===== src/mc_link_fifo.sv =====
//*********************************************************************
// synchronous circular-buffer fifo, payload type given as parameter,
// valid/ready on both sides
//*********************************************************************
`default_nettype none

module mc_link_fifo #(
  parameter type payload_t = logic,
  parameter int  depth     = 2
) (
  input  logic     clk_i,
  input  logic     reset_i,
  input  logic     push_v_i,
  input  payload_t push_data_i,
  output logic     push_ready_o,
  output logic     pop_v_o,
  output payload_t pop_data_o,
  input  logic     pop_ready_i
);

  localparam int ptr_w = (depth > 1) ? $clog2(depth) : 1;
  localparam int cnt_w = $clog2(depth + 1);

  payload_t         mem_q [depth];
  logic [ptr_w-1:0] wr_ptr_q, rd_ptr_q;
  logic [cnt_w-1:0] count_q;
  logic             push, pop;

  assign push_ready_o = (count_q != cnt_w'(depth));
  assign pop_v_o      = (count_q != '0);
  assign pop_data_o   = mem_q[rd_ptr_q];
  assign push         = push_v_i && push_ready_o;
  assign pop          = pop_v_o && pop_ready_i;

  always_ff @(posedge clk_i) begin
    if (reset_i) begin
      wr_ptr_q <= '0;
      rd_ptr_q <= '0;
      count_q  <= '0;
    end else begin
      if (push) wr_ptr_q <= (wr_ptr_q == ptr_w'(depth - 1)) ? '0 : wr_ptr_q + 1'b1;
      if (pop)  rd_ptr_q <= (rd_ptr_q == ptr_w'(depth - 1)) ? '0 : rd_ptr_q + 1'b1;
      count_q <= count_q + cnt_w'(push) - cnt_w'(pop);
    end
  end

  always_ff @(posedge clk_i) begin
    if (push) mem_q[wr_ptr_q] <= push_data_i;
  end

endmodule

`default_nettype wire


===== config.mk =====
export PLATFORM = sky130hd
export DESIGN_NAME = mc_link_fifo
export DESIGN_NICKNAME = d
export VERILOG_FILES = /design/src/mc_link_fifo.sv
export SDC_FILE = /design/constraint.sdc
export NUM_CORES = 1
export LEC_CHECK = 0
export ABC_AREA = 1
export BUFFER_PORTS_ARGS = -buffer_cell sky130_fd_sc_hd__buf_2
export CAP_MARGIN = 20
export CORE_AREA = 2 2 39 41
export DETAILED_ROUTE_END_ITERATION = 8
export DIE_AREA = 0 0 41 43
export REMOVE_ABC_BUFFERS = 1
export SYNTH_ARGS = -nofsm -noshare
export SYNTH_HDL_FRONTEND = slang
export SYNTH_SLANG_ARGS = --single-unit

===== constraint.sdc =====
create_clock -name clk_i -period 3.05 [get_ports clk_i]
set_clock_uncertainty 0.1 [all_clocks]
set_input_delay 0.1525 -clock clk_i [delete_from_list [all_inputs] [get_ports clk_i]]
set_output_delay 0.1525 -clock clk_i [all_outputs]
set_load 0.01 [all_outputs]

# Word level (Yosys, flattened, before mapping)
# Memory sizes are Yosys's and may differ from the RTL's. A register that Yosys moved wholly into a read port is not among the register bits.
# Index checks and enable logic that the tools add are counted.
# classes
add_sub_neg	4
n_eq_ne	1
n_mux	6
n_reduce_logical	3
# op_table
operator	n
two-way mux 1 bit	6
adder 1 bit, second input constant	2
adder 2 x 1 -> 2 bit	1
logical AND 1 bit	2
!= test 2 bit, second input constant	1
nonzero test 2 bit	1
subtractor 2 x 1 -> 2 bit	1
# word_totals
ff_bits	4
mem_bits_rw	2
inputBits	5
out_inout_bits	3
elab_cells	18
memories	1
# memory_table
memory	depth	word_bits	rd	rd_clocked_by_memory_dff	write_ports	line_no	source
mem_q	2	1	1	1	1	24	payload_t mem_q [depth];

# Logic depth before layout (Yosys ltp)
# depth
word_depth	4
ltp_mapped	11
mapped_depth_nobuf	11

# Worst setup path before layout
# OpenSTA, ideal clock, no wires.
# synth_path
path_kind	reg2reg
start	register count_q[0]
end	register count_q[1]
setup_ns	0.115
arrival_time_ns	1.354
required_ns	2.835
path_slack_ns	1.481
stages_incl_launch_ff	11
path_buffers	0
synth_period_minus_slack_ns	1.569
path_cell_list	dfxtp_1 -> inv_1 -> nand2_1 -> nand2_1 -> ha_1 -> inv_1 -> ha_1 -> inv_1 -> nand2_1 -> a21oi_1 -> nor2_1
# synth_via
elab_chain_cells	4
word_cells_on_any_way	6
cone_classes	add/sub (2); eq/ne (1); reduce/logical (3)
# synth_lines
item	line_no	source
start, declared	26	logic [cnt_w-1:0] count_q;
start signal, assigned	43	count_q <= count_q + cnt_w'(push) - cnt_w'(pop);
!= test 2 bit	29	assign push_ready_o = (count_q != cnt_w'(depth));
net push_ready_o	15	output logic push_ready_o,
logical AND 1 bit	32	assign push = push_v_i && push_ready_o;
adder 2 x 1 -> 2 bit	43	
subtractor 2 x 1 -> 2 bit	43	
# The timed path passes the listed nets, and every way through them passes these cells.
# A chain may end at the register's enable or synchronous reset.

# Worst setup path in the final report
# layout_path
start	register count_q[0]
end	register count_q[1]
# layout_via
elab_chain_cells	4
word_cells_on_any_way	6
cone_classes	add/sub (2); eq/ne (1); reduce/logical (3)
# layout_lines
item	line_no
!= test 2 bit	29
logical AND 1 bit	32
adder 2 x 1 -> 2 bit	43
subtractor 2 x 1 -> 2 bit (*)	43
# Every way passes the cells marked *; elsewhere a longest branch is shown, timed or not.

==> flow_summary.ini <==
[pwr]
swShare_pct = 36.8
pwr-share-comb_pct = 39.5
p_leak_uw = 0.000217
vdd_drop_max_v = 0.000328
sequentialPowerShare_pct = 37.5
switching_power_uw = 138
internal-power_uw = 237
power.density_nw_per_um2 = 887
pwr-share-clk_pct = 23.0

[routing]
antenna_left = 0
vias_per_cell = 3.90
drtPass1Iterations = 4
drc_errors = 0
num_vias = 273
drt_iter0_markers = 2
totalWireLength_um = 548
wl_per_cell_um = 7.83

[sta]
setup_viol_count_final = 0
relSlewSlack_pct = 91.6
rsz0062_at_grt = false
fin_crit_sh_pct = 52.8
setup_tns_ns = 0
worst_pin_slew_ns = 0.126
fin_ws_ns = 1.44
slew_viol_final = 0
hold_violations = 0
max_freq_mhz = 621
min_period_ns = 1.61

[cts]
cts_max_level = 1
cts_tree = done
cts.path.max_buffers = 2
clk_pin_slew_ns = 0.06
ctsResizeCount = 0
numCtsBuffers = 3
insertion_delay_ns = 0.25
root_buffer = clkbuf_4
cts.sinks = 7

[final_layout]
multi_input_area_um2 = 128
final_common_cell = inv_1
fin_area_um2 = 423
layout_common_cells = 9 x inv_1, 8 x nor2_1, 8 x nand2_1
drive_above_1_share_pct = 22.2
layout.area.seq_um2 = 160
area_delta_synth_final_pct = 31.5
antennaDiodeCount = 0
n_fill_cell = 160
nets = 62

[setup_path]
reg2reg_to = count_q[1]
worstSetupPathType = reg -> reg
arrival_ns = 1.66
worstRegToRegCells = 10
timing.rr.start = count_q[0]
endpoint_kind = flip-flop
critPathMaxFanout = 4
startpoint_type = flip-flop
cp.required_ns = 3.10
rrSetupSlack_ns = 1.44

[outcome]
status = finished clean

[worst_hold_path]
min_from = push_v_i
hp-class = in -> reg
holdPathEnd = wr_ptr_q
whs_path_depth = 3

[synthesis]
synthCells = 41
syn_area_um2 = 322
synthTopCellsByArea = dfxtp_1 31%, edfxtp_1 19%, inv_1 11%
synth.yosys.seq_area_share_pct = 49.8
yosysTopAreaCell = dfxtp_1
synth-seq-cells = 7
syn_avg_cell_area_um2 = 7.84
yosysTopAreaCellShare_pct = 31.1
synth_cell_type_count = 10
yosys_warnings = 0

[die]
coreArea_um2 = 1380
initial_core_util_pct = 23.2
pin_count = 8
die-area_um2 = 1760
die_w_um = 41
die_h_um = 43
placementRows = 14

[placed_design]
globalplace.congestion = 0.685
detailedPlace.worstSlack_ns = 1.45
io_buffers = 7
dpl.hpwl_um = 421
postPlaceCellArea_um2 = 377

[global_route]
grt_usage_pct = 8.61
grt_max_degree = 5
grt_pass1_wl_um = 938
grt-ovfl-total = 0
antenna_found_initial = 0
grt_pass1_vias = 236

[run]
maxCapViolCount = 0
## cells in the mapped netlist (all sizes together)
master	count
a21oi	2
dfxtp	5
edfxtp	2
ha	2
inv	9
mux2	1
nand2	8
nand3	3
nor2	9
## worst max-delay path, stage by stage, from the launching register on
cell,delay [ns]
dfxtp_1,0.35
inv_1,0.06
nand2_1,0.11
nand2_1,0.08
ha_1,0.28
inv_1,0.04
ha_1,0.18
inv_1,0.05
nand2_1,0.06
a21oi_1,0.14
nor2_1,0.06
## worst max path at each step
stage                     cells after the start       start         end
final                                        10  count_q[0]  count_q[1]
after floorplan                              10  count_q[0]  count_q[1]
after global routing                         10  count_q[0]  count_q[1]
after CTS                                    10  count_q[0]  count_q[1]
after detailed placement                     10  count_q[0]  count_q[1]
after global placement                       10  count_q[0]  count_q[1]
## logic make-up after synthesis
| family | Yosys count | share of synthesized area [%] |
|---|---|---|
| AND/OR/NAND/NOR | 20 | 25.3 |
| buffers and inverters | 9 | 10.5 |
| flip-flops | 7 | 49.8 |
| AO/OA/AOI/OAI | 2 | 3.11 |
| adder cells (fa/ha/maj) | 2 | 7.78 |
| multiplexers | 1 | 3.50 |
## metrics by stage
step	utilization [%]	std cells	total power (uW)	hold slack [ns]
3_3_place_gp	27.2	64	286	0.222
5_1_grt	30.6	70	418	0.113
3_5_place_dp	27.2	64	290	0.227
2_1_floorplan	-	41	248	0.124
6_report	30.6	70	375	0.0833
4_1_cts	30.6	70	379	0.0800
## metal layers
metal	part of all wire, %	up-vias	global-route usage [%]
met4	1.1	0	8.00
li1	-	149	-
met1	47	115	11.3
met3	6.8	2	4.71
met2	46	7	9.38
met5	0	-	0
## layout make-up
cell class | count | share of cell area, %
clock buffer | 4 | 6.21
inverter | 9 | 7.99
multi-input combinational | 25 | 30.2
sequential | 7 | 37.9
tap | 16 | 4.73
timing repair buffer | 9 | 13.0
## power by group through the flow
stage               clock network, uW  registers, uW  logic (uW)
global placement                    0            142         144
finish                           86.2            141         148
detailed placement                  0            143         147
CTS                              88.7            140         150
floorplan                           0            139         109
global route                     98.1            146         174
## what timing repair did
item	4_1_cts	5_1_grt
setup buffers	0	0
endpoints found under the setup margin	0	0
hold buffers	2	0
endpoints found under the hold margin	3	0
Power figures use the tool's default switching activity.
