$ cat config.mk
export PLATFORM = sky130hd
export DESIGN_NAME = mc_tile_mem_flat
export DESIGN_NICKNAME = d
export VERILOG_FILES = /design/src/mc_link_pkg.sv /design/src/mc_pod_pkg.sv /design/src/mc_link_if.sv /design/src/mc_tile_mem.sv /design/src/flat_wrapper.sv
export VERILOG_INCLUDE_DIRS = /design/src
export SDC_FILE = /design/constraint.sdc
export NUM_CORES = 2
export LEC_CHECK = 0
export ABC_AREA = 1
export BUFFER_PORTS_ARGS = -buffer_cell sky130_fd_sc_hd__clkbuf_2
export CORE_MARGIN = 1
export CORE_UTILIZATION = 25
export CTS_CLUSTER_DIAMETER = 30
export DETAILED_ROUTE_END_ITERATION = 7
export GPL_ROUTABILITY_DRIVEN = 0
export GPL_TIMING_DRIVEN = 1
export PLACE_DENSITY_LB_ADDON = 0.15
export SETUP_SLACK_MARGIN = 0.2
export SYNTH_ARGS = -nofsm -noshare
export SYNTH_HDL_FRONTEND = slang
export SYNTH_SLANG_ARGS = --single-unit
$ cat constraint.sdc
create_clock -name clk_i -period 12.1 [get_ports clk_i]
set_input_delay 1.21 -clock clk_i [delete_from_list [all_inputs] [get_ports clk_i]]
set_output_delay 1.21 -clock clk_i [all_outputs]
set_load 0.05 [all_outputs]
$ cat src/mc_consts.svh
//*********************************************************************
// pod sizing, host address fields, fifo depth and core reset depth
//*********************************************************************
`ifndef MC_CONSTS_SVH
`define MC_CONSTS_SVH

`define MC_NUM_TILES    4
`define MC_DMEM_WORDS   64
`define MC_DATA_W       32
`define MC_ADDR_W       16

// host word address layout
`define MC_REGION_MSB   15
`define MC_REGION_LSB   14
`define MC_TILE_MSB     13
`define MC_TILE_LSB     12
`define MC_WORD_MSB     5
`define MC_WORD_LSB     0

`define MC_FIFO_DEPTH   4
`define MC_RESET_DEPTH  3   // stages between tag done and core reset release

`endif

$ cat src/mc_link_pkg.sv
//*********************************************************************
// host link types: data word, word address, request regions,
// queued request and response records
//*********************************************************************
`default_nettype none

`include "mc_consts.svh"

package mc_link_pkg;

  typedef logic [`MC_DATA_W-1:0] word_t;
  typedef logic [`MC_ADDR_W-1:0] addr_t;

  // top two address bits pick the request kind
  typedef enum logic [1:0] {
    REG_DMEM    = 2'd0,
    REG_AMO     = 2'd1,
    REG_MAILBOX = 2'd2,
    REG_CTR     = 2'd3
  } region_e;

  typedef struct packed {
    logic  we;
    addr_t addr;
    word_t data;
  } link_req_s;

  typedef struct packed {
    logic  is_ctr;   // set for global counter reads
    word_t data;
  } link_rsp_s;

endpackage

`default_nettype wire

$ cat src/mc_pod_pkg.sv
//*********************************************************************
// pod types: tile index, memory word index, mailbox stat record
//*********************************************************************
`default_nettype none

`include "mc_consts.svh"

package mc_pod_pkg;

  typedef logic [$clog2(`MC_NUM_TILES)-1:0]  tile_id_t;
  typedef logic [$clog2(`MC_DMEM_WORDS)-1:0] dmem_idx_t;

  // one print-stat event from the mailbox
  typedef struct packed {
    mc_link_pkg::word_t tag;
  } stat_s;

endpackage

`default_nettype wire

$ cat src/mc_link_if.sv
//*********************************************************************
// wishbone classic link between host controller and one tile memory
//*********************************************************************
`default_nettype none

interface mc_link_if;
  import mc_link_pkg::*;
  import mc_pod_pkg::*;

  logic      cyc;
  logic      stb;
  logic      we;
  logic      amo;     // atomic add, old value returned
  dmem_idx_t adr;
  word_t     dat_w;
  word_t     dat_r;
  logic      ack;

  modport master (
    output cyc, stb, we, amo, adr, dat_w,
    input  dat_r, ack
  );

  modport slave (
    input  cyc, stb, we, amo, adr, dat_w,
    output dat_r, ack
  );

endinterface

`default_nettype wire

$ cat src/mc_tile_mem.sv
//*********************************************************************
// tile data memory: load, store and atomic add over the link,
// plus a clear port used during tag programming
//*********************************************************************
`default_nettype none

`include "mc_consts.svh"

module mc_tile_mem (
  input  logic                  clk_i,
  input  logic                  reset_i,
  mc_link_if.slave              link,
  input  logic                  clr_v_i,
  input  mc_pod_pkg::dmem_idx_t clr_idx_i
);
  import mc_link_pkg::*;

  word_t mem_q [`MC_DMEM_WORDS];
  word_t dat_q;
  logic  ack_q;
  logic  access;
  word_t old_word;

  // one access per stb, the clear port wins
  assign access   = link.cyc && link.stb && !ack_q && !clr_v_i;
  assign old_word = mem_q[link.adr];

  assign link.ack   = ack_q;
  assign link.dat_r = dat_q;

  always_ff @(posedge clk_i) begin
    if (reset_i) begin
      ack_q <= 1'b0;
    end else begin
      ack_q <= access;
    end
  end

  always_ff @(posedge clk_i) begin
    if (clr_v_i) begin
      mem_q[clr_idx_i] <= '0;
    end else if (access) begin
      if (link.amo) begin
        mem_q[link.adr] <= old_word + link.dat_w;
      end else if (link.we) begin
        mem_q[link.adr] <= link.dat_w;
      end
    end
  end

  always_ff @(posedge clk_i) begin
    if (access) dat_q <= old_word;   // old value for loads and amo
  end

endmodule

`default_nettype wire

$ cat src/flat_wrapper.sv
// flat-port wrapper written by rule: the top's interface ports become plain ports
module mc_tile_mem_flat import mc_link_pkg::*;
  (clk_i, reset_i, clr_v_i, clr_idx_i, link_cyc, link_stb, link_we, link_amo, link_adr, link_dat_w, link_dat_r, link_ack);
  mc_link_if link_i ();
  input  logic clk_i;
  input  logic reset_i;
  input  logic clr_v_i;
  input  mc_pod_pkg::dmem_idx_t clr_idx_i;
  input wire logic [$bits(link_i.cyc)-1:0] link_cyc;
  input wire logic [$bits(link_i.stb)-1:0] link_stb;
  input wire logic [$bits(link_i.we)-1:0] link_we;
  input wire logic [$bits(link_i.amo)-1:0] link_amo;
  input wire logic [$bits(link_i.adr)-1:0] link_adr;
  input wire logic [$bits(link_i.dat_w)-1:0] link_dat_w;
  output wire logic [$bits(link_i.dat_r)-1:0] link_dat_r;
  output wire logic [$bits(link_i.ack)-1:0] link_ack;
  assign link_i.cyc = link_cyc;
  assign link_i.stb = link_stb;
  assign link_i.we = link_we;
  assign link_i.amo = link_amo;
  assign link_i.adr = link_adr;
  assign link_i.dat_w = link_dat_w;
  assign link_dat_r = link_i.dat_r;
  assign link_ack = link_i.ack;
  mc_tile_mem u_core (.clk_i(clk_i), .reset_i(reset_i), .link(link_i), .clr_v_i(clr_v_i), .clr_idx_i(clr_idx_i));
endmodule
# Yosys cells after proc, flatten, opt, wreduce, memory -nomap -nowiden
# Memories as Yosys holds them, arrays and structs flattened.
# Index checks and enable logic that the tools add are counted.
# totals
register_bits,33
mem_bits_rw,2048
input_bits,51
output_inout_bits,33
mem_count,1
# classes
add_sub_neg,1
mux,15
bitwise_logic,1
n_reduce_logical,6
# memory_table
memory,depth,word_bits,read_ports,rd_ports_with_merged_regs,write_ports,line_no,rtl
u_core.mem_q,64,32,1,0,1,mc_tile_mem.sv:18,word_t mem_q [`MC_DMEM_WORDS];
# op_table
operator,count
$mux W32,2
$add A32 B32 Y32,1
$reduce_or A32 Y1,1
$mux W1,12
$mux W6,1
$logic_and A1 B1 Y1,3
$logic_not A1 Y1,2
$or A1 B1 Y1,1

# Depth between registers and ports, before layout
# depth
ltp_word,9
ltp_mapped,27
ltp_nobuf,24

# Least setup slack after synthesis
# Ideal clock, no wire load.
# synth_timing
path_kind,input -> register
from,in clr_v_i
to,mem u_core.mem_q[50][0] in the netlist's numbering (enable)
setup_ps,501
arrival_time_ps,6575
required_time_ps,11599
setup_slack_ps,5023
stages,7
path_buffers,0
cell_sequence,nor3_2 inv_2 a21oi_2 inv_2 o21ai_4 inv_2 nor4_1
# synth_between
elab_chain_len,8
elab_cells_between_ends,14
classes_between,mux (10); bitwise (1); reduce/logical (3)
# synth_lines
item,line_no,rtl
"start, declared",flat_wrapper.sv:7,input logic clr_v_i;
$logic_not A1 Y1,mc_tile_mem.sv:25,assign access = link.cyc && link.stb && !ack_q && !clr_v_i;
$logic_and A1 B1 Y1,mc_tile_mem.sv:25,
$mux W1,mc_tile_mem.sv:42,end else if (access) begin
$mux W1,mc_tile_mem.sv:40,if (clr_v_i) begin
"$mux W1, on equally long branches","mc_tile_mem.sv:44, mc_tile_mem.sv:46",
$or A1 B1 Y1 (no source line),-,
$reduce_or A32 Y1 (no source line),-,
$mux W6 (no source line) / $mux W1 (equally long branches),-,
"end, declared",mc_tile_mem.sv:18,
# Parallel ways exist; a longest one is shown, timed or not.

# Worst setup path in the final report
# layout_timing
from,in link_adr[1]
to,mem u_core.mem_q[15][22] in the netlist's numbering (data pin)
# layout_between
elab_chain_len,4
# layout_lines
item,line_no,rtl
"start, declared",flat_wrapper.sv:13,input wire logic [$bits(link_i.adr)-1:0] link_adr;
$mem_v2 Z64 W32,-,
via u_core.old_word[3],mc_tile_mem.sv:22,word_t old_word;
$add A32 B32 Y32,mc_tile_mem.sv:44,mem_q[link.adr] <= old_word + link.dat_w;
$mux W32 (no source line) (2 in a row),-,
# The timed path passes the listed nets, and every way through them passes these cells.

==> summary by stage <==
Clock tree
Buffers inserted to repair hold after CTS numbered 0. At the later pin of the worst-skew pair, clock insertion delay measures a little over 0.9 ns. The maximum clock path buffer count is 4.

The CTS buffer count is 460. TritonCTS built the clock tree. The cell at the root of the clock tree is sky130_fd_sc_hd__clkbuf_16. The post-CTS clock slew at the launch and capture registers of the worst setup and hold paths is around 0.040 ns. The TritonCTS sink count is 2081.

The number of setup buffers added after CTS is 0. The number of gates resized after cts is 0. The number of H-tree levels is 5.

Worst setup path
The kind of capture point of the worst setup path is a register. The cell count of the worst reg-to-reg path is 16. In this run the worst path has a maximum fanout of a little under 60. The reg-to-reg critical path startpoint is u_core.mem_q[26][9].

For flop-to-flop paths, the worst setup slack is 6.33 ns. At the worst endpoint, the arrival time is approximately 8.1 ns. The worst register-to-register path ends at u_core.mem_q[15][22]. The setup path with the least slack is of type input port to register. The sort of element at the start of the critical path is an input port. Data on the critical path is required at its endpoint by roughly 13 ns.

Global route
The first-pass GRT wire length is about 430000 um. The number of global-route vias before repair is 56242. The maximum number of pins on one net before global-route repair is about 190. The number of antenna violations at the first check in global routing was 35. For this run the aggregate overflow at the end of global routing stands at 0. In the global route stage, overall resource usage came out at between 10% and 20%.

Yosys
Dividing the synthesized area by the synthesized cell count gives ~13 um2. The number of warning messages in the yosys log is 0. The synthesized netlist occupies a cell area of around 84000 um2. The main flop type after synthesis is sky130_fd_sc_hd__edfxtp_1. Sorting the synthesized cells by how often they occur yields sky130_fd_sc_hd__edfxtp_1 (2080), sky130_fd_sc_hd__nor2_1 (1333), sky130_fd_sc_hd__o21ai_0 (1204). Yosys attributes the largest share of cell area to sky130_fd_sc_hd__edfxtp_1 (75%), sky130_fd_sc_hd__o21ai_0 (7.2%), sky130_fd_sc_hd__nor2_1 (6.0%), sky130_fd_sc_hd__o22ai_1 (4.3%), sky130_fd_sc_hd__nand2_1 (1.8%). The number of nets in the synthesized netlist is around 6700. The library cell with the highest instance count after synthesis is sky130_fd_sc_hd__edfxtp_1. The post-synthesis cell count is ~6600.

The biggest area contributor in the post-synthesis netlist is sky130_fd_sc_hd__edfxtp_1. In this run, synthesis inferred around 2100 flip-flops with an integrated enable. The count of unique library cells instantiated by Yosys is 46. In this run the biggest area consumer among cell types represents around three quarters of the synthesized area. The share of synthesized area occupied by flip-flops and latches is between 70% and 80%. The fraction of registers with async set/reset is 0%. Counting flops and latches in the post-synthesis netlist gives roughly 2100.

Cells and area
For this run, the share of the core covered by cells in the final layout is a little under a third. The share of final-layout standard cells stronger than drive strength 1 is between 15 and 20%. The final layout contains roughly 6900 nets.

The area overhead of the layout relative to synthesis is 25.9%. The number of filler cells placed in the layout is 33052.

Run
The max capacitance violation total is 0.

Power and ir drop
The share of total power dissipated in combinational logic is under 10%. The total power density per cell area is a little over 200 nW/um2. The analysis attributes to cell leakage a power of between 30 and 40 nW. The worst voltage drop across the vdd grid is about 0.10 mV. The net switching power of the design is 4.95 mW. The internal cell power is ~17 mW. Of the total power, registers draw 36.5%. Net switching is a little under a quarter of the power. The power share of the clock group is around 58%.

Detailed routing
The total wire length after detailed routing is between 300000 and 400000 um. The number of detailed-routing iterations run before antenna repair is 5. The first routing iteration left 5060 violations. For this run, design rule violations remaining after detail routing come to 0. After detailed routing, the average wire length per cell comes to 26.6 um. For this block, the via count after detailed routing is 57198. The vias per cell is roughly 4.9. The remaining antenna violation count after routing is 0.

Floorplanning
Once the floorplan was initialized, standard cells occupied roughly 25% of the core. The floorplan step set the die height to slightly below 600 um. The die width is roughly 580 um. The number of top-level pins is 84. The core region is ~330000 um2.

The floorplan row count is roughly 210. The total die area is 337000 um2.

Timing
The post-route minimum period is 7.41 ns. The fmax is roughly 140 MHz. Setup violations remaining at the end of the flow were counted as 0.

The worst path meets setup with around 4.7 ns of slack. Setup repair after global routing left no endpoint under its margin. For the pin with the worst max-slew slack, the measured transition is around 1.3 ns. In this run the tightest slew margin relative to its limit is around 11%.

Across the routed clock network, the largest skew measured is 0.0620 ns. The period utilization is 61.2%. The final-report max-slew violation count was 0. After routing, the total negative slack on setup checks comes to 0 ns. The final-report hold violation count is 0.

Worst hold path
The hold path startpoint is reset_i. The type of the tightest min-delay check is input port to register. The destination of the worst hold path is u_core.link.ack. The hold path depth is 2.

Placement
The worst setup slack after placement is around 3.9 ns. Buffers placed on the I/O ports in this run total 83. The post-detailed-placement half-perimeter wirelength is between 150000 and 200000 um.

Outcome
The run finished with clean final reports.
[flip-flops by register name, indices dropped and copies added (netlist names)]
signal             flops
u_core.link.ack        1
u_core.link.dat_r     32
u_core.mem_q        2048
[metrics by stage]
step | cell area (um2) | total power, mW | cells | hold slack [ns]
after global routing | 105000 | 22.5 | 11592 | 0.459
final | 106000 | 21.9 | 11614 | 0.488
after floorplan | 83800 | 8.79 | 6569 | 0.847
after global placement | 89600 | 9.32 | 10744 | 0.962
after detailed placement | 89600 | 9.31 | 10744 | 0.966
after CTS | 105000 | 22.1 | 11590 | 0.432
[worst max-delay path by stage]
| stage | start | endpoint | cells past startpoint |
|---|---|---|---|
| final | link_adr[1] | u_core.mem_q[15][22] | 19 |
| after global routing | link_adr[1] | u_core.mem_q[15][22] | 19 |
| after CTS | link_adr[1] | u_core.mem_q[7][22] | 22 |
| after detailed placement | link_adr[1] | u_core.mem_q[12][22] | 22 |
| after global placement | link_adr[1] | u_core.mem_q[63][29] | 23 |
| after floorplan | clr_v_i | u_core.mem_q[50][0] | 7 |
[layout make-up]
| class | instances | area [um2] | area share (%) |
|---|---|---|---|
| multi-input combinational | 3955 | 19400 | 18.4 |
| sequential | 2081 | 62500 | 59.2 |
| antenna | 24 | 60.1 | 0.0569 |
| inverter | 79 | 342 | 0.324 |
| timing repair buffer | 242 | 1860 | 1.76 |
| clock buffer | 523 | 11900 | 11.3 |
| tap | 4387 | 5490 | 5.20 |
| clock inverter | 323 | 3950 | 3.74 |
[routing by layer]
layer / wire, um / global-route usage (%)
met1: 137000 / 24.1
met2: 141000 / 28.2
met3: 21100 / 3.66
met4: 8660 / 5.67
met5: 41 / 0
[critical path, stage by stage]
cell	delay [ns]
sky130_fd_sc_hd__buf_8	0.43
sky130_fd_sc_hd__buf_4	0.61
sky130_fd_sc_hd__buf_4	0.68
sky130_fd_sc_hd__o21ai_0	0.19
sky130_fd_sc_hd__o22ai_1	0.24
sky130_fd_sc_hd__nor2_1	0.07
sky130_fd_sc_hd__o22ai_1	0.72
sky130_fd_sc_hd__nor2_1	0.10
sky130_fd_sc_hd__o21ai_1	0.58
sky130_fd_sc_hd__ha_1	0.41
sky130_fd_sc_hd__a21oi_1	0.29
sky130_fd_sc_hd__o21ai_0	0.17
sky130_fd_sc_hd__a21oi_1	0.24
sky130_fd_sc_hd__o21ai_0	0.27
sky130_fd_sc_hd__a21oi_1	0.25
sky130_fd_sc_hd__xnor2_1	0.14
sky130_fd_sc_hd__o21bai_1	0.13
sky130_fd_sc_hd__inv_2	0.66
sky130_fd_sc_hd__buf_4	0.48
[power groups by stage]
stage	combinational [mW]	sequential [mW]	clock [mW]
6_report	1.20	7.99	12.7
5_1_grt	1.29	7.98	13.2
4_1_cts	1.20	7.99	12.9
3_5_place_dp	1.20	8.12	0
3_3_place_gp	1.20	8.12	0
2_1_floorplan	0.661	8.13	0
[logic make-up (layout without fill, tap and decap cells)]
family	Yosys count	in the layout	share of synthesized area (%)
XOR/XNOR	16	16	0.167
adder cells (fa/ha/maj)	32	32	0.487
AO/OA/AOI/OAI	1953	1953	12.7
buffers and inverters	533	1167	2.85
flip-flops	2081	2081	74.6
AND/OR/NAND/NOR	1954	1954	9.21
other	0	24	0
[cell usage in the layout (no fill, tap or decap), types with 14 or more instances in the layout]
master and n:
sky130_fd_sc_hd__edfxtp_1 2080, sky130_fd_sc_hd__nor2_1 1272, sky130_fd_sc_hd__o21ai_0 1204, sky130_fd_sc_hd__o22ai_1 579
sky130_fd_sc_hd__clkbuf_16 467, sky130_fd_sc_hd__nand2_1 396, sky130_fd_sc_hd__nand3_1 176, sky130_fd_sc_hd__buf_4 143
sky130_fd_sc_hd__clkinv_2 84, sky130_fd_sc_hd__bufinv_16 80, sky130_fd_sc_hd__clkbuf_2 78, sky130_fd_sc_hd__o21ai_1 65
sky130_fd_sc_hd__clkinv_1 65, sky130_fd_sc_hd__a21oi_1 61, sky130_fd_sc_hd__nor2_4 61, sky130_fd_sc_hd__clkbuf_1 56
sky130_fd_sc_hd__clkinvlp_4 44, sky130_fd_sc_hd__inv_1 40, sky130_fd_sc_hd__ha_1 31, sky130_fd_sc_hd__clkinv_4 29
sky130_fd_sc_hd__inv_2 27, sky130_fd_sc_hd__diode_2 24, sky130_fd_sc_hd__inv_6 24, sky130_fd_sc_hd__buf_12 17
sky130_fd_sc_hd__xor2_1 14
No activity file was read; power rests on OpenSTA's default activity.
